## config.mk

```make
export PLATFORM = sky130hd
export DESIGN_NAME = rob_data
export DESIGN_NICKNAME = d
export VERILOG_FILES = /design/src/dual_issue_pkg.sv /design/src/rob_data.sv
export VERILOG_INCLUDE_DIRS = /design/src
export SDC_FILE = /design/constraint.sdc
export NUM_CORES = 1
export LEC_CHECK = 0
export CAP_MARGIN = 20
export CELL_PAD_IN_SITES_DETAIL_PLACEMENT = 1
export CELL_PAD_IN_SITES_GLOBAL_PLACEMENT = 1
export CORE_MARGIN = 2
export CORE_UTILIZATION = 54
export CTS_BUF_LIST = sky130_fd_sc_hd__clkbuf_16
export CTS_CLUSTER_SIZE = 10
export DETAILED_ROUTE_END_ITERATION = 8
export DONT_BUFFER_PORTS = 1
export GPL_ROUTABILITY_DRIVEN = 0
export PLACE_DENSITY = 0.82
export SYNTH_ARGS = -nofsm -noshare
export SYNTH_HDL_FRONTEND = slang
export SYNTH_SLANG_ARGS = --single-unit
```

## constraint.sdc

```tcl
create_clock -name clk -period 5.1 [get_ports clk]
set_clock_uncertainty 0.2 [all_clocks]
set_input_delay 1.53 -clock clk [delete_from_list [all_inputs] [get_ports clk]]
set_output_delay 1.53 -clock clk [all_outputs]
set_load 0.05 [all_outputs]
```

## src/dual_issue_params.svh

```systemverilog
/* Core sizes for the dual-issue retire path.
   DI_ROB_SLOTS must be a power of two and at least 2 */
`ifndef DUAL_ISSUE_PARAMS_SVH
`define DUAL_ISSUE_PARAMS_SVH

// Datapath width
`define DI_XLEN 32

// Architectural integer registers, x0 included
`define DI_NREGS 32

// Reorder buffer entries
`define DI_ROB_SLOTS 8

// Lane A registers after the ALU, fill comes out of the last one
`define DI_LANE_A_STAGES 3

`endif

```

## src/dual_issue_pkg.sv

```systemverilog
/* Shared types and the integer ALU for the dual-issue retire path.
   Shifts use operand bits 4:0 only */
`default_nettype none
`include "dual_issue_params.svh"

package dual_issue_pkg;

  typedef logic [`DI_XLEN-1:0]              word_t;
  typedef logic [$clog2(`DI_NREGS)-1:0]     reg_idx_t;
  typedef logic [$clog2(`DI_ROB_SLOTS)-1:0] rob_slot_t;

  typedef enum logic [3:0] {
    ADD, SUB, AND, OR, XOR, SLT, SLTU, SLL, SRL, SRA
  } alu_fn_t;

  // Operand comes from the register file or a filled ROB slot
  typedef enum logic {
    SRC_RF,
    SRC_ROB
  } op_src_t;

  typedef struct packed {
    logic     valid;
    alu_fn_t  fn;
    reg_idx_t rd;
    reg_idx_t rs1;
    reg_idx_t rs2;
    logic     use_imm;
    word_t    imm;
  } issue_op_t;

  // Op a is the older one
  typedef struct packed {
    issue_op_t a;
    issue_op_t b;
  } issue_bundle_t;

  // Index order is a.rs1, a.rs2, b.rs1, b.rs2
  typedef struct packed {
    op_src_t   [3:0] src;
    rob_slot_t [3:0] slot;
  } operand_sel_t;

  typedef struct packed {
    logic      valid;
    alu_fn_t   fn;
    word_t     op1;
    word_t     op2;
    rob_slot_t tag;
  } exec_op_t;

  typedef struct packed {
    logic      valid;
    rob_slot_t slot;
    word_t     result;
  } fill_t;

  typedef struct packed {
    logic     valid;
    reg_idx_t rd;
    word_t    data;
  } commit_t;

  // First is the older commit
  typedef struct packed {
    commit_t first;
    commit_t second;
  } commit_pair_t;

  function automatic word_t alu_compute(alu_fn_t fn, word_t x, word_t y);
    case (fn)
      ADD:     return x + y;
      SUB:     return x - y;
      AND:     return x & y;
      OR:      return x | y;
      XOR:     return x ^ y;
      SLT:     return word_t'($signed(x) < $signed(y));
      SLTU:    return word_t'(x < y);
      SLL:     return x << y[4:0];
      SRL:     return x >> y[4:0];
      SRA:     return word_t'($signed(x) >>> y[4:0]);
      default: return '0;
    endcase
  endfunction

endpackage

`default_nettype wire

```

## src/rob_data.sv

```systemverilog
/* Reorder buffer payload, two fill writes and six read ports.
   A fill is readable while it is presented, before the array holds it */
`timescale 1ns/10ps
`default_nettype none
`include "dual_issue_params.svh"

module rob_data (
  input  wire                            clk,
  input  wire dual_issue_pkg::fill_t     fill_a,
  input  wire dual_issue_pkg::fill_t     fill_b,
  input  wire dual_issue_pkg::rob_slot_t rd_slot [4],
  output dual_issue_pkg::word_t          rd_data [4],
  input  wire dual_issue_pkg::rob_slot_t commit_slot_0,
  input  wire dual_issue_pkg::rob_slot_t commit_slot_1,
  output dual_issue_pkg::word_t          commit_data_0,
  output dual_issue_pkg::word_t          commit_data_1
);

  dual_issue_pkg::word_t mem [`DI_ROB_SLOTS];

  // Lanes never fill the same slot in one cycle
  function automatic dual_issue_pkg::word_t pick(dual_issue_pkg::fill_t fa,
                                                 dual_issue_pkg::fill_t fb,
                                                 dual_issue_pkg::rob_slot_t s,
                                                 dual_issue_pkg::word_t stored);
    if (fa.valid && fa.slot == s) return fa.result;
    if (fb.valid && fb.slot == s) return fb.result;
    return stored;
  endfunction

  always_comb begin
    for (int i = 0; i < 4; i++) begin
      rd_data[i] = pick(fill_a, fill_b, rd_slot[i], mem[rd_slot[i]]);
    end
  end

  assign commit_data_0 = pick(fill_a, fill_b, commit_slot_0, mem[commit_slot_0]);
  assign commit_data_1 = pick(fill_a, fill_b, commit_slot_1, mem[commit_slot_1]);

  always_ff @(posedge clk) begin
    if (fill_a.valid) begin
      mem[fill_a.slot] <= fill_a.result;
    end
    if (fill_b.valid) begin
      mem[fill_b.slot] <= fill_b.result;
    end
  end

endmodule

`default_nettype wire

```

======== Word-level counts from Yosys, hierarchy flattened ========
Memory sizes are Yosys's and may differ from the RTL's.
Cells that the tools add are included.
cells by class
  equality and inequality tests ........... 12
  mux-type cells .......................... 46
  reductions and logical operators ........ 12
operator list
  cell               count
  32-bit 2-to-1 mux  24
  3-bit == test      12
  1-bit 2-to-1 mux   22
  1-bit logical AND  12
storage, ports and cells
  register bits ........................... 0
  RAM bits ................................ 256
  input port bits ......................... 91
  output and inout port bits .............. 192
  word-level logic and storage cells ...... 71
  memories ................................ 1
memories
  name  depth  bits a word  read ports  clocked after Yosys merged registers in  write ports  line            source
  mem   8      32           6           0                                        2            rob_data.sv:19  dual_issue_pkg::word_t mem [`DI_ROB_SLOTS];

======== Depth between registers and ports, before layout ========
  depth after elaboration ................. 6
  mapped depth ............................ 7
  depth with buffers taken out ............ 4

======== Worst setup path after synthesis ========
OpenSTA, ideal clock, no wires.
  path type ............................... input port to output port
  start point ............................. input port fill_b[34] (netlist name)
  end point ............................... output port rd_data[24] (netlist name)
  arrival time ............................ 3.683 ns
  required time ........................... 3.370 ns
  setup slack ............................. -0.313 ns
  cell stages on the path ................. 7
  buffers on the path ..................... 3
  cells stage by stage .................... buf_2 -> xnor2_1 -> and4_1 -> buf_2 -> buf_2 -> a211oi_1 -> o31ai_1
RTL lines
  element             line            source
  start: declaration  rob_data.sv:10  input wire dual_issue_pkg::fill_t fill_b,
  end: declaration    rob_data.sv:12  output dual_issue_pkg::word_t rd_data [4],

==> impl_metrics.yaml <==
setup_path:
  critical_path_arrival_ps: 3340
  critPathBufInv: 2
  crit_start: "rd_slot[3]"
  crit_cells: 6
  worstSetupPathType: "input pin to output pin"
  cp_top_family: "simple AND/OR/NAND/NOR gates"
  crit_required_ps: 3370
  crit_slowest_cell: "and4_4"
  crit_end: "rd_data[58]"
  cp_cell_sequence: "xnor2_1 > and4_4 > buf_4 > nand2_1 > o31ai_2 > buf_4"
  cpMostUsedCell: "buf_4"
  max_stage_delay_ps: 690
  endpoint_kind: "output pin"
  critPathLaunchType: "input pin"
  crit_fanout: 66
placement:
  hpwl_um: 70700
  dpl_worst_slack_ps: 247
  portBuffers: 0
  dpl.cell_count: 2876
  placed_area_sq_um: 29800
route:
  drt_iter0_drc: 3801
  wirelength_um: 121000
  drtAntennaViolNets: 0
  drc: 0
  via_per_inst: 8.44
  vias: 24715
  wire_per_inst_um: 41.4
  drtPass1Iterations: 6
finish:
  fillerInstances: 4847
  nets: 2332
  max_flop_register: "mem"
  largest_reg_flops: 256
  seq_area_sq_um: 7690
  stdcell_count: 2930
  drive_gt1_share_pct: 54.5
  largest_registers: "mem x256"
  area_growth_pct: 13.2
  stdcell_area_sq_um: 30900
  fin_util_pct: 61.7
  multiInputGateArea_sq_um: 19100
sta:
  max-slew-margin-rel_pct: 23.0
  timing.final.max_slew_violations: 0
  worst_pin_slew_ps: 1150
  fin_setup_tns_ps: 0
  timing.final.ws_setup_ps: 33.7
  fmax_mhz: 197
  setup_violations: 0
  whs_ps: 986
  grt_setup_unrepaired: "false"
  min_period_over_period_pct: 99.3
  fin_crit_ps: 5070
  hold_violations: 0
clock_network:
  numCtsBuffers: 34
  cts_max_path_buffers: 3
  h-tree-depth: 2
  cts_tree: "done"
  cts.sinks: 256
  cts_hold_buf: 0
  clk_pin_slew_ps: 60
  cts-root-buf: "clkbuf_16"
synthesis:
  syn_avg_cell_area_sq_um: 12.1
  ys_seq_area_share_pct: 28.2
  yosysWarnings: 0
  synth_most_common_cell: "mux4_2"
  yosys.area.top_type_share_pct: 31.7
  synth_commonest_cells: "mux4_2 (384), edfxtp_1 (256), mux2_2 (256)"
  synth_area_leader_cell: "mux4_2"
  ys_async_sr_fraction_pct: 0
  synth_area_sq_um: 27300
  synthFlopType: "edfxtp_1"
  synth.distinct_cells: 27
  netlist_instances: 2244
  ys_ff_latch: 256
  synth_nets: 2335
  ys_top_cells_by_area: "mux4_2 (32%), edfxtp_1 (28%), mux2_2 (11%)"
  synth_edf_count: 256
floorplanning:
  die_w_um: 229
  dieArea_sq_um: 52300
  num_rows: 82
  fp.dieH_um: 229
  initial_core_util_pct: 54.5
  core-area_sq_um: 50000
  io_pins: 283
power_and_ir_drop:
  vdd_drop_max_mv: 0.228
  power_leakage_nw: 9.90
  power_mw: 8.26
  power_density_nw_per_um2: 268
global_route:
  antenna_found_initial: 1
  grt_use_met3_pct: 17.3
  grt_use_met1_pct: 54.7
  grt_max_degree: 67
  met2_usage_pct: 69.5
  grt_pass1_wl_um: 177000
  grt_pass1_vias: 26538
  groute.usage.overall_pct: 46.0
  grt_overflow: 0
  grt.busiest_layer: "met2"
run:
  maxCapViolCount: 0
min_path:
  hp-class: "input pin to register"
outcome:
  status: "finished, final reports clean"
==> logic make-up after synthesis <==
logic type / synth area share, %
AO/OA/AOI/OAI: 11.8
XOR/XNOR: 1.16
buffers and inverters: 5.83
flip-flops: 28.2
multiplexers: 42.3
AND/OR/NAND/NOR: 10.7
==> cells in the final DEF (no fill, tap or decap), types with 36 or more instances in the layout <==
cell type	n
xnor2_1	36
clkbuf_16	37
a211oi_1	130
nand2_1	195
o31ai_2	192
mux2_2	256
mux4_2	384
nor2b_1	195
buf_4	247
edfxtp_1	256
a211oi_2	62
nor2_1	192
==> area by class of cell <==
class / instances / area share, %
multi-input combinational: 1681 / 61.8
sequential: 256 / 24.9
timing repair buffer: 268 / 7.33
clock buffer: 37 / 3.00
tap: 672 / 2.73
clock inverter: 15 / 0.215
antenna: 1 / 0.00811
==> layer usage <==
layer  part of all wire [%]  wire length (um)
met4                    7.8              9480
met3                     16             19600
met2                     45             54300
met1                     31             37800
met5                      0                 0
==> what timing repair did <==
item,4_1_cts,5_1_grt
setup buffers,0,0
resized for setup,0,2
setup endpoints to repair,0,2
==> worst min-delay path by stage <==
stage | start | to | slack (ps) | cells past startpoint
after floorplan | fill_a[22] | mem[5][22]$_DFFE_PP_ | 1550 | 1
after global placement | fill_a[1] | mem[0][1]$_DFFE_PP_ | 1550 | 1
after detailed placement | fill_a[9] | mem[1][9]$_DFFE_PP_ | 1550 | 1
after CTS | fill_a[12] | mem[2][12]$_DFFE_PP_ | 990 | 1
after global routing | fill_b[25] | mem[7][25]$_DFFE_PP_ | 990 | 1
final | fill_b[14] | mem[3][14]$_DFFE_PP_ | 990 | 1
==> where the power goes <==
group | leakage (nW) | total, mW | switching, mW | internal [mW]
sequential | 2.35 | 2.68 | 0.199 | 2.48
combinational | 7.05 | 3.31 | 1.91 | 1.40
clock | 0.498 | 2.28 | 0.991 | 1.29
total | 9.90 | 8.26 | 3.10 | 5.16
Power figures use the tool's default switching activity.
