File: config.mk
export PLATFORM = sky130hd
export DESIGN_NAME = exec_lanes
export DESIGN_NICKNAME = d
export VERILOG_FILES = /design/src/dual_issue_pkg.sv /design/src/exec_lanes.sv
export VERILOG_INCLUDE_DIRS = /design/src
export SDC_FILE = /design/constraint.sdc
export NUM_CORES = 1
export LEC_CHECK = 0
export BUFFER_PORTS_ARGS = -buffer_cell sky130_fd_sc_hd__buf_2
export CAP_MARGIN = 15
export CORE_UTILIZATION = 52
export CTS_BUF_LIST = sky130_fd_sc_hd__clkbuf_8
export DETAILED_ROUTE_END_ITERATION = 10
export HOLD_SLACK_MARGIN = 0.12
export PLACE_DENSITY_LB_ADDON = 0.1
export SKIP_LAST_GASP = 1
export SLEW_MARGIN = 20
export SYNTH_ARGS = -nofsm -noshare
export SYNTH_HDL_FRONTEND = slang
export SYNTH_SLANG_ARGS = --single-unit
File: constraint.sdc
create_clock -name clk -period 4.45 [get_ports clk]
set_input_delay 0.89 -clock clk [delete_from_list [all_inputs] [get_ports clk]]
set_output_delay 0.89 -clock clk [all_outputs]
set_load 0.02 [all_outputs]
File: src/dual_issue_params.svh
/* Core sizes for the dual-issue retire path.
   DI_ROB_SLOTS must be a power of two and at least 2 */
`ifndef DUAL_ISSUE_PARAMS_SVH
`define DUAL_ISSUE_PARAMS_SVH

// Datapath width
`define DI_XLEN 32

// Architectural integer registers, x0 included
`define DI_NREGS 32

// Reorder buffer entries
`define DI_ROB_SLOTS 8

// Lane A registers after the ALU, fill comes out of the last one
`define DI_LANE_A_STAGES 3

`endif

File: src/dual_issue_pkg.sv
/* Shared types and the integer ALU for the dual-issue retire path.
   Shifts use operand bits 4:0 only */
`default_nettype none
`include "dual_issue_params.svh"

package dual_issue_pkg;

  typedef logic [`DI_XLEN-1:0]              word_t;
  typedef logic [$clog2(`DI_NREGS)-1:0]     reg_idx_t;
  typedef logic [$clog2(`DI_ROB_SLOTS)-1:0] rob_slot_t;

  typedef enum logic [3:0] {
    ADD, SUB, AND, OR, XOR, SLT, SLTU, SLL, SRL, SRA
  } alu_fn_t;

  // Operand comes from the register file or a filled ROB slot
  typedef enum logic {
    SRC_RF,
    SRC_ROB
  } op_src_t;

  typedef struct packed {
    logic     valid;
    alu_fn_t  fn;
    reg_idx_t rd;
    reg_idx_t rs1;
    reg_idx_t rs2;
    logic     use_imm;
    word_t    imm;
  } issue_op_t;

  // Op a is the older one
  typedef struct packed {
    issue_op_t a;
    issue_op_t b;
  } issue_bundle_t;

  // Index order is a.rs1, a.rs2, b.rs1, b.rs2
  typedef struct packed {
    op_src_t   [3:0] src;
    rob_slot_t [3:0] slot;
  } operand_sel_t;

  typedef struct packed {
    logic      valid;
    alu_fn_t   fn;
    word_t     op1;
    word_t     op2;
    rob_slot_t tag;
  } exec_op_t;

  typedef struct packed {
    logic      valid;
    rob_slot_t slot;
    word_t     result;
  } fill_t;

  typedef struct packed {
    logic     valid;
    reg_idx_t rd;
    word_t    data;
  } commit_t;

  // First is the older commit
  typedef struct packed {
    commit_t first;
    commit_t second;
  } commit_pair_t;

  function automatic word_t alu_compute(alu_fn_t fn, word_t x, word_t y);
    case (fn)
      ADD:     return x + y;
      SUB:     return x - y;
      AND:     return x & y;
      OR:      return x | y;
      XOR:     return x ^ y;
      SLT:     return word_t'($signed(x) < $signed(y));
      SLTU:    return word_t'(x < y);
      SLL:     return x << y[4:0];
      SRL:     return x >> y[4:0];
      SRA:     return word_t'($signed(x) >>> y[4:0]);
      default: return '0;
    endcase
  endfunction

endpackage

`default_nettype wire

File: src/exec_lanes.sv
/* Lane A fills DI_LANE_A_STAGES edges after its execute input, lane B after one.
   No stalls; up to DI_LANE_A_STAGES lane A ops can be in flight */
`timescale 1ns/10ps
`default_nettype none
`include "dual_issue_params.svh"

module exec_lanes (
  input  wire                           clk,
  input  wire                           reset,
  input  wire dual_issue_pkg::exec_op_t exec_a,
  input  wire dual_issue_pkg::exec_op_t exec_b,
  output dual_issue_pkg::fill_t         fill_a,
  output dual_issue_pkg::fill_t         fill_b
);

  localparam int DEPTH = `DI_LANE_A_STAGES;

  dual_issue_pkg::word_t result_a;
  dual_issue_pkg::word_t result_b;
  dual_issue_pkg::fill_t lane_a [DEPTH];

  assign result_a = dual_issue_pkg::alu_compute(exec_a.fn, exec_a.op1, exec_a.op2);
  assign result_b = dual_issue_pkg::alu_compute(exec_b.fn, exec_b.op1, exec_b.op2);

  // --------------------------------------------------
  // Lane B, single stage
  // --------------------------------------------------

  always_ff @(posedge clk) begin
    fill_b <= '{valid: exec_b.valid, slot: exec_b.tag, result: result_b};
    if (reset) begin
      fill_b.valid <= 1'b0;
    end
  end

  // --------------------------------------------------
  // Lane A, result carried down the stage chain
  // --------------------------------------------------

  always_ff @(posedge clk) begin
    lane_a[0] <= '{valid: exec_a.valid, slot: exec_a.tag, result: result_a};
    for (int i = 1; i < DEPTH; i++) begin
      lane_a[i] <= lane_a[i-1];
    end
    if (reset) begin
      for (int i = 0; i < DEPTH; i++) begin
        lane_a[i].valid <= 1'b0;
      end
    end
  end

  assign fill_a = lane_a[DEPTH-1];

endmodule

`default_nettype wire

=== Yosys cells after proc, flatten, opt, wreduce, memory -nomap -nowiden ===
Memory sizes are Yosys's and may differ from the RTL's.
Index checks and enable logic that the tools add are counted.

* Word-level logic and storage cells: 54
* Memories: 1
* Input bits: 146
* RAM bits: 108
* Flip-flop bits (word level): 36
* Output and inout bits: 72

* Mux-type cells: 7
* Shifts and indexed selects: 6
* $lt $le $gt $ge: 4
* Bitwise gates (word level): 9
* Reductions and logical operators: 2
* $add $sub $neg: 4
* Equal/unequal tests: 18

{| class="wikitable"
|+ Memories
! memory !! depth !! width !! read ports !! clocked after memory_dff !! wr ports !! line !! RTL
|-
| lane_a || 3 || 36 || 3 || 0 || 3 || exec_lanes.sv:20 || <nowiki>dual_issue_pkg::fill_t lane_a [DEPTH];</nowiki>
|}

{| class="wikitable"
|+ Operator list
! cell !! count
|-
| $pmux W32 S10 || 2
|-
| $lt A32 B32 Y1 || 4
|-
| $add A32 B32 Y32 || 2
|-
| $and A32 B32 Y32 || 2
|-
| $or A32 B32 Y32 || 2
|-
| $shl A32 B5 Y32 || 2
|-
| $shr A32 B5 Y32 || 2
|-
| $sshr A32 B5 Y32 || 2
|-
| $sub A32 B32 Y32 || 2
|-
| $xor A32 B32 Y32 || 2
|-
| $eq A4 B3 Y1 const B || 8
|-
| $eq A4 B2 Y1 const B || 4
|-
| $eq A4 B4 Y1 const B || 4
|-
| $eq A4 B1 Y1 const B || 2
|-
| $logic_not A4 Y1 || 2
|-
| $mux W1 || 5
|-
| $or A1 B1 Y1 const A || 3
|}

=== Depth between registers and ports, before layout ===
Gate-level depths: netlist of run 1.

* Word-level depth: 3
* Depth in mapped cells: 17
* Gate-level depth less buffers: 14

=== Worst setup path after synthesis of run 1 ===
No wires, ideal clock.

* Kind: input-to-reg
* Start point: in exec_a[5] (netlist bit)
* End point: mem lane_a[0][29] (netlist bit)
* Setup time: 117 ps
* Path buffers: 5
* Stages: 17
* Slack: -231 ps
* Arrival time: 4,564 ps
* Data required time: 4,333 ps
* Cells stage by stage: clkbuf_1 inv_1 clkbuf_1 buf_2 clkbuf_1 ha_1 buf_2 nor3_1 o311ai_1 a311oi_2 o211ai_2 a211oi_2 o21ai_2 a2111oi_4 o31a_2 o211ai_1 a22o_1

{| class="wikitable"
|+ RTL lines
! what !! line !! RTL
|-
| start, declared || exec_lanes.sv:10 || <nowiki>input wire dual_issue_pkg::exec_op_t exec_a,</nowiki>
|-
| end, declared || exec_lanes.sv:20 ||
|}

==> results of run 1 <==
-- worst max-delay path by stage --
stage / slack, ns / startpoint / cells after the start / end
2_1_floorplan: 0.06 / exec_a[5] / 17 / lane_a[0][29]$_DFF_P_
3_3_place_gp: 0.16 / exec_a[35] / 15 / lane_a[0][28]$_DFF_P_
3_5_place_dp: 0.11 / exec_a[35] / 15 / lane_a[0][28]$_DFF_P_
4_1_cts: 0.66 / exec_a[35] / 15 / lane_a[0][28]$_DFF_P_
5_1_grt: 0.19 / exec_a[35] / 15 / lane_a[0][28]$_DFF_P_
6_report: 0.52 / exec_a[35] / 15 / lane_a[0][28]$_DFF_P_
-- power by group through the flow --
stage / sequential, mW / clock (mW) / combinational (mW)
after global placement: 1.53 / 0 / 2.33
after detailed placement: 1.53 / 0 / 2.34
final: 1.50 / 1.13 / 2.44
after floorplan: 1.56 / 0 / 1.58
after global routing: 1.51 / 1.19 / 2.60
after CTS: 1.50 / 1.15 / 2.35
-- stage by stage --
step | power [mW] | area (sq um) | util
2_1_floorplan | 3.13 | 19400 | -
3_3_place_gp | 3.85 | 20500 | 0.561
3_5_place_dp | 3.87 | 20500 | 0.561
4_1_cts | 5.01 | 21000 | 0.573
5_1_grt | 5.30 | 21000 | 0.573
6_report | 5.07 | 21000 | 0.573
-- placed cells by master, fill, tap and decap left out, types with 42 or more instances in the layout --
cell and instances:
a21oi_1 242, o211ai_1 48, nand2_1 161, mux4_2 54, mux2i_1 131, a211oi_1 44
nor2_1 338, dfxtp_1 144, o21ai_0 234, buf_2 215, inv_1 183, nor3_1 42
buf_4 75, ha_1 194
-- sequential cells by signal (all words and copies together) (netlist names) --
name and count:
lane_a 108, fill_b 36
-- critical path: stages --
cell,delay [ns]
buf_2,0.13
inv_1,0.08
ha_1,0.19
inv_1,0.08
fa_1,0.40
nor2b_1,0.16
o21ai_1,0.17
a311oi_1,0.15
o41ai_2,0.51
o21ai_1,0.31
a31oi_1,0.49
o21ai_0,0.19
a211oi_1,0.30
xnor2_1,0.15
o211ai_1,0.11
-- Yosys cell counts (all sizes together), types with 13 or more instances --
cell type	count	area, sq um
a21oi	242	1210
and3	13	81.3
nand4	18	113
a211o	19	166
a22oi	14	105
dfxtp	144	2880
inv	187	702
a31oi	31	200
ha	194	2430
nor2	338	1270
mux4	54	1220
nor4	18	119
o211ai	49	373
a221oi	39	342
or3	24	150
nand2b	36	225
a21o	32	240
buf	114	642
a211oi	45	343
nor2b	25	156
o221ai	14	123
nor3	44	220
o31ai	20	169
o21bai	28	210
clkbuf	119	447
nand2	161	604
mux2i	131	1310
xnor2	34	298
nand3	37	185
o21ai	246	1230
mux2	14	158
-- routing by layer --
metal  up-vias  part of all wire  GRT usage
met5         -            0.0015          0
li1       9735                 -          -
met3       209              0.14      0.119
met1     10100              0.43      0.611
met2      1507              0.40      0.579
met4        14             0.032      0.123
-- cell families (layout without fill, tap and decap cells) --
logic type,Yosys count,after routing,synth area share
AOI/OAI and AO/OA,894,894,0.297
and+or+nand+nor,748,748,0.175
buffers and inverters,422,513,0.0929
muxes,199,199,0.139
adders and majority gates,198,198,0.130
DFF,144,144,0.149
xor gates and xnor gates,40,40,0.0181
other,0,4,0
-- final cells by class --
class | count | share of cell area
antenna | 4 | 0.000477
clock buffer | 17 | 0.0112
clock inverter | 15 | 0.00877
inverter | 189 | 0.0338
multi-input combinational | 2079 | 0.700
sequential | 144 | 0.137
tap | 468 | 0.0279
timing repair buffer | 292 | 0.0800
==> key figures, run 1 <==
STA
  • Clock skew: 0.0290 ns
  • Final worst path period need: 3.93 ns
  • Headroom to the max-slew limit: 0.313
  • Unrepaired setup endpoints after global routing: no
  • Pins Over Slew Limit: 0
  • Final count of hold timing violations: 0
  • FMAX: 255 MHz
  • Setup tns final: 0 ns
  • Period utilization: 0.882
  • Worst Max-Slew Pin Slew: 1.02 ns
  • Hold_ws: 0.306 ns
  • Final Setup Violations: 0
  • PnR worst setup slack: 0.525 ns

Yosys
  • Register bit total from synthesis: 144
  • Synth Instances: 2645
  • Post-Syn Area: 19400 sq um
  • Main synth FF type: dfxtp_1
  • YS warnings: 0
  • Register area share after synthesis: 0.149
  • Net count after synthesis: 2989
  • Number of enable flip-flop cells after synthesis: 0
  • Distinct cells, synth: 90
  • Post-synthesis average cell area: 7.32 sq um
  • FFs w/ async S/R, synth: 0

Placement
  • Placed insts: 3172
  • Final HPWL DP: about 62000 um
  • I/O Buffers: between 200 and 250
  • Gp weighted congestion: 1.11
  • DP Worst Slack: 0.109 ns

Floorplanning
  • DIE WIDTH: a little under 200 um
  • DIE HEIGHT: 195 um
  • IO Count: approximately 220
  • CORE AREA: 36600 sq um
  • Row count: 70
  • Die area: 38000 sq um
  • Starting density of the core: 0.529

Layout
  • Nets@finish: 3067
  • Layout cells sized above 1: 0.151
  • Multi-input logic area: between 10000 and 15000 sq um
  • # fillers: 3593
  • Area growth syn-to-layout: 8.36%
  • Register area: ~2900 sq um
  • Final Non-Filler Cells: ~3200

Global route
  • Gr usage total: 0.416
  • Total grt overflow: 0
  • Largest net degree at the start of global routing: 89
  • Initial antenna violation count: 12
  • First-pass GRT wire length: 121000 um
  • Vias in the first global route: 19400

Power and ir drop
  • Comb pwr share: 0.482
  • Internal power: roughly 2.7 mW
  • Clock share of power: 0.223
  • Switching share of power: 0.460
  • Leak: 9.52 nW
  • Worst vdd ir: 0.398 mV
  • Pwr dens: 242 nW/um^2
  • Switch Pwr: around 2.3 mW
  • Sequential Power Share: 0.296

Hold path
  • Hold path endpoint: lane_a[0][82]$_DFF_P_
  • Min-Delay Path Class: flip-flop to flip-flop
  • Hold Path Origin: lane_a[0][46]$_DFF_P_
  • Worst hold path depth: 0

Worst setup path
  • Critical path peak fanout: 5
  • FF-to-FF Start: lane_a[0][18]$_DFF_P_
  • R2R Setup Slk: 3.77 ns
  • Reg2Reg Depth: 0
  • Crit path DAT: 4.32 ns
  • Critical path type: input pin to flip-flop
  • Crit path launch type: input pin
  • Worst R2R End: lane_a[0][54]$_DFF_P_
  • Crit end category: flip-flop
  • Critical path required time: slightly below 5 ns

Routing
  • WL final: around 81000 um
  • # DRC: 0
  • Drt pass-1 iters: 7
  • 1st-iter DRT viols: about 3100
  • ANT nets after route: 0
  • Vias per cell: 6.73
  • Average wire per standard cell: 25.3 um
  • Via count: roughly 22000

Clock network
  • Clock Tree Root: clkbuf_8
  • Clock latency on the worst-skew pair: 0.53 ns
  • CTS tree: yes
  • Clock Tree Buf Depth: 2
  • Post-CTS sizing: 0
  • CTS Hold Bufs: 0
  • Post-CTS setup buffers: 0
  • TritonCTS Sinks: 144
  • Worst-path clk slew: about 0.12 ns
  • H-tree levels: 4
  • Total CTS buffers: 17

Status
  • Run status: finished, final reports clean

Flow run
  • Max-cap viol count: 0
Power figures use the tool's default switching activity.
==> run 2, diff against run 1 <==
CELL_PAD_IN_SITES_DETAIL_PLACEMENT = 0   (was not set)
CELL_PAD_IN_SITES_GLOBAL_PLACEMENT = 1   (was not set)
CORE_UTILIZATION = 40   (was 52)
CTS_BUF_LIST = sky130_fd_sc_hd__clkbuf_4 sky130_fd_sc_hd__clkbuf_8 sky130_fd_sc_hd__clkbuf_16   (was sky130_fd_sc_hd__clkbuf_8)
RECOVER_POWER = 50   (was not set)
==> key figures, run 2 (synthesized netlist as in run 1, its figures left out) <==
STA
  • Hold_ws: 0.324 ns (+0.0188 ns)
  • PnR worst setup slack: 0.599 ns (+0.0744 ns)
  • Headroom to the max-slew limit: 0.388 (+0.0744)
  • Final worst path period need: 3.85 ns (-0.0744 ns)
  • Clock skew: 0.0191 ns (-0.00990 ns)
  • Setup tns final: 0 ns (unchanged)
  • Unrepaired setup endpoints after global routing: no
  • Final Setup Violations: 0 (unchanged)
  • FMAX: 260 MHz (+1.9%)
  • Pins Over Slew Limit: 0 (unchanged)
  • Final count of hold timing violations: 0 (unchanged)
  • Worst Max-Slew Pin Slew: 0.895 ns (-0.124 ns)
  • Period utilization: 0.865 (-0.0167)

Worst setup path
  • Crit path launch type: input pin
  • Worst R2R End: lane_a[0][64]$_DFF_P_
  • Critical path peak fanout: 4 (-1)
  • Reg2Reg Depth: 0 (unchanged)
  • Crit end category: flip-flop
  • Critical path required time: 4.81 ns (-0.04 ns)
  • Worst setup path endpoint: lane_a[0][29]$_DFF_P_
  • FF-to-FF Start: lane_a[0][28]$_DFF_P_
  • Crit path DAT: 4.21 ns (-0.11 ns)
  • Critical path type: input pin to flip-flop
  • Crit path from: exec_a[4]
  • R2R Setup Slk: 3.86 ns (+0.09 ns)

Layout
  • Commonest non-fill, non-tap cell in the layout: nor2_1
  • Most frequent cells in the layout: 338 x nor2_1, 242 x a21oi_1, 234 x o21ai_0
  • Largest Register: lane_a
  • Nets@finish: 3087 (+0.65%)
  • Final Non-Filler Cells: 3372 (+5.1%)
  • Layout cells sized above 1: 0.147 (-0.00436)
  • Util after Layout: 0.449 (-0.124)
  • Design area: 21500 sq um (+2.3%)
  • Area growth syn-to-layout: 10.8%
  • Top flop regs: lane_a: 108 flops, fill_b: 36 flops
  • Max FFs per register: 108 (unchanged)

Clock network
  • Post-CTS setup buffers: 0 (unchanged)
  • Clock Tree Root: clkbuf_16
  • Worst-path clk slew: 0.07 ns (-0.05 ns)
  • Clock latency on the worst-skew pair: 0.48 ns (-0.05 ns)
  • CTS tree: yes
  • TritonCTS Sinks: 144 (unchanged)
  • H-tree levels: 4 (unchanged)
  • Total CTS buffers: 17 (unchanged)
  • CTS Hold Bufs: 0 (unchanged)
  • Post-CTS sizing: 0 (unchanged)
  • Clock Tree Buf Depth: 2 (unchanged)

Placement
  • Final HPWL DP: 68800 um (+10%)
  • DP Worst Slack: 0.246 ns (+0.137 ns)
  • I/O Buffers: 217 (unchanged)
  • Gp weighted congestion: 1.01 (-8.7%)
  • Placed cell areas: 20900 sq um (+1.6%)
  • Placed insts: 3339 (+5.3%)

Routing
  • Average wire per standard cell: 26.3 um (+3.9%)
  • 1st-iter DRT viols: 2005 (-36%)
  • Vias per cell: 6.35 (-5.7%)
  • # DRC: 0 (unchanged)
  • Drt pass-1 iters: 6 (-1)
  • ANT nets after route: 0 (unchanged)
  • WL final: 88500 um (+9.2%)
  • Via count: 21400 (-0.88%)

Global route
  • Total grt overflow: 0 (unchanged)
  • First-pass GRT wire length: 131000 um (+8.4%)
  • Initial antenna violation count: 1 (-11)
  • Largest net degree at the start of global routing: 87 (-2.2%)
  • Gr usage total: 0.354 (-0.0627)
  • Vias in the first global route: 20700 (+6.7%)

Power and ir drop
  • Switching share of power: 0.429 (-0.0305)
  • Internal power: 3.13 mW (+14%)
  • Clock share of power: 0.277 (+0.054)
  • Power, Total: 5.48 mW (+8.2%)
  • Worst vdd ir: 0.208 mV (-48%)
  • Sequential Power Share: 0.274 (-0.022)
  • Comb pwr share: 0.449 (-0.033)
  • Switch Pwr: 2.35 mW (+0.98%)
  • Pwr dens: 256 nW/um^2 (+5.7%)
  • Leak: 9.61 nW (+0.91%)

Hold path
  • Hold Path Origin: lane_a[0][49]$_DFF_P_
  • Min-Delay Path Class: flip-flop to flip-flop

Flow run
  • Max-cap viol count: 0 (unchanged)

Floorplanning
  • DIE WIDTH: 222 um (+14%)
  • Die area: 49300 sq um (+30%)
  • CORE AREA: 47700 sq um (+30%)
  • Starting density of the core: 0.405 (-0.123)
  • Row count: 80 (+14%)
  • DIE HEIGHT: 222 um (+14%)
  • IO Count: 218 (unchanged)

Status
  • Run status: finished, final reports clean
run 2: cell count changes in the layout (fill, tap and decap cells not counted):
| cell | before | now |
|---|---|---|
| buf_2 | 215 | 185 |
| buf_4 | 75 | 96 |
| bufinv_16 | 0 | 1 |
| clkbuf_1 | 0 | 29 |
| clkbuf_16 | 0 | 17 |
| clkbuf_8 | 17 | 1 |
| clkinv_1 | 2 | 3 |
| clkinv_4 | 4 | 3 |
| clkinv_8 | 5 | 2 |
| diode_2 | 4 | 1 |
| inv_1 | 183 | 182 |
| inv_6 | 0 | 5 |
| inv_8 | 6 | 3 |
run 2: cell type report:
| cell class | count | area [sq um] |
|---|---|---|
| clock buffer | 18 | 439 |
| timing repair buffer | 312 | 1800 |
| inverter | 189 | 709 |
| multi-input combinational | 2079 | 14700 |
| antenna | 1 | 2.50 |
| clock inverter | 14 | 166 |
| tap | 615 | 769 |
| fill | 5006 | 26300 |
| sequential | 144 | 2880 |
run 2: power groups by stage:
stage | logic, mW | registers (mW) | clock network [mW]
2_1_floorplan | 1.58 | 1.56 | 0
3_3_place_gp | 2.42 | 1.53 | 0
3_5_place_dp | 2.41 | 1.53 | 0
4_1_cts | 2.43 | 1.50 | 1.56
5_1_grt | 2.64 | 1.51 | 1.61
6_report | 2.46 | 1.50 | 1.52
run 2: worst min path at each step:
stage | depth (start not counted) | slack (ns) | endpoint
floorplan | 0 | 0.31 | lane_a[0][100]$_DFF_P_
global placement | 0 | 0.31 | lane_a[0][106]$_DFF_P_
detailed placement | 0 | 0.31 | lane_a[0][59]$_DFF_P_
CTS | 0 | 0.33 | lane_a[0][93]$_DFF_P_
global route | 0 | 0.33 | lane_a[0][104]$_DFF_P_
finish | 0 | 0.32 | lane_a[0][85]$_DFF_P_
run 2: metal layers:
| layer | part of all wire | up-vias | wire length (um) | global-route usage |
|---|---|---|---|---|
| met3 | 0.057 | 258 | 5070 | 0.0490 |
| li1 | - | 9750 | - | - |
| met2 | 0.48 | 982 | 42500 | 0.607 |
| met5 | 0 | - | 0 | 0 |
| met4 | 0.075 | 0 | 6680 | 0.248 |
| met1 | 0.39 | 10400 | 34300 | 0.406 |
run 2: worst max-delay path, cell delays in order:
cell and delay (ns):
buf_2 0.10, clkinv_1 0.16, ha_1 0.39, nor3_1 0.36, o311ai_1 0.23, a311oi_2 0.38
o211ai_2 0.17, a211oi_2 0.42, o21ai_2 0.14, a2111oi_4 0.44, o31a_2 0.21, o211ai_1 0.09
a22o_1 0.22
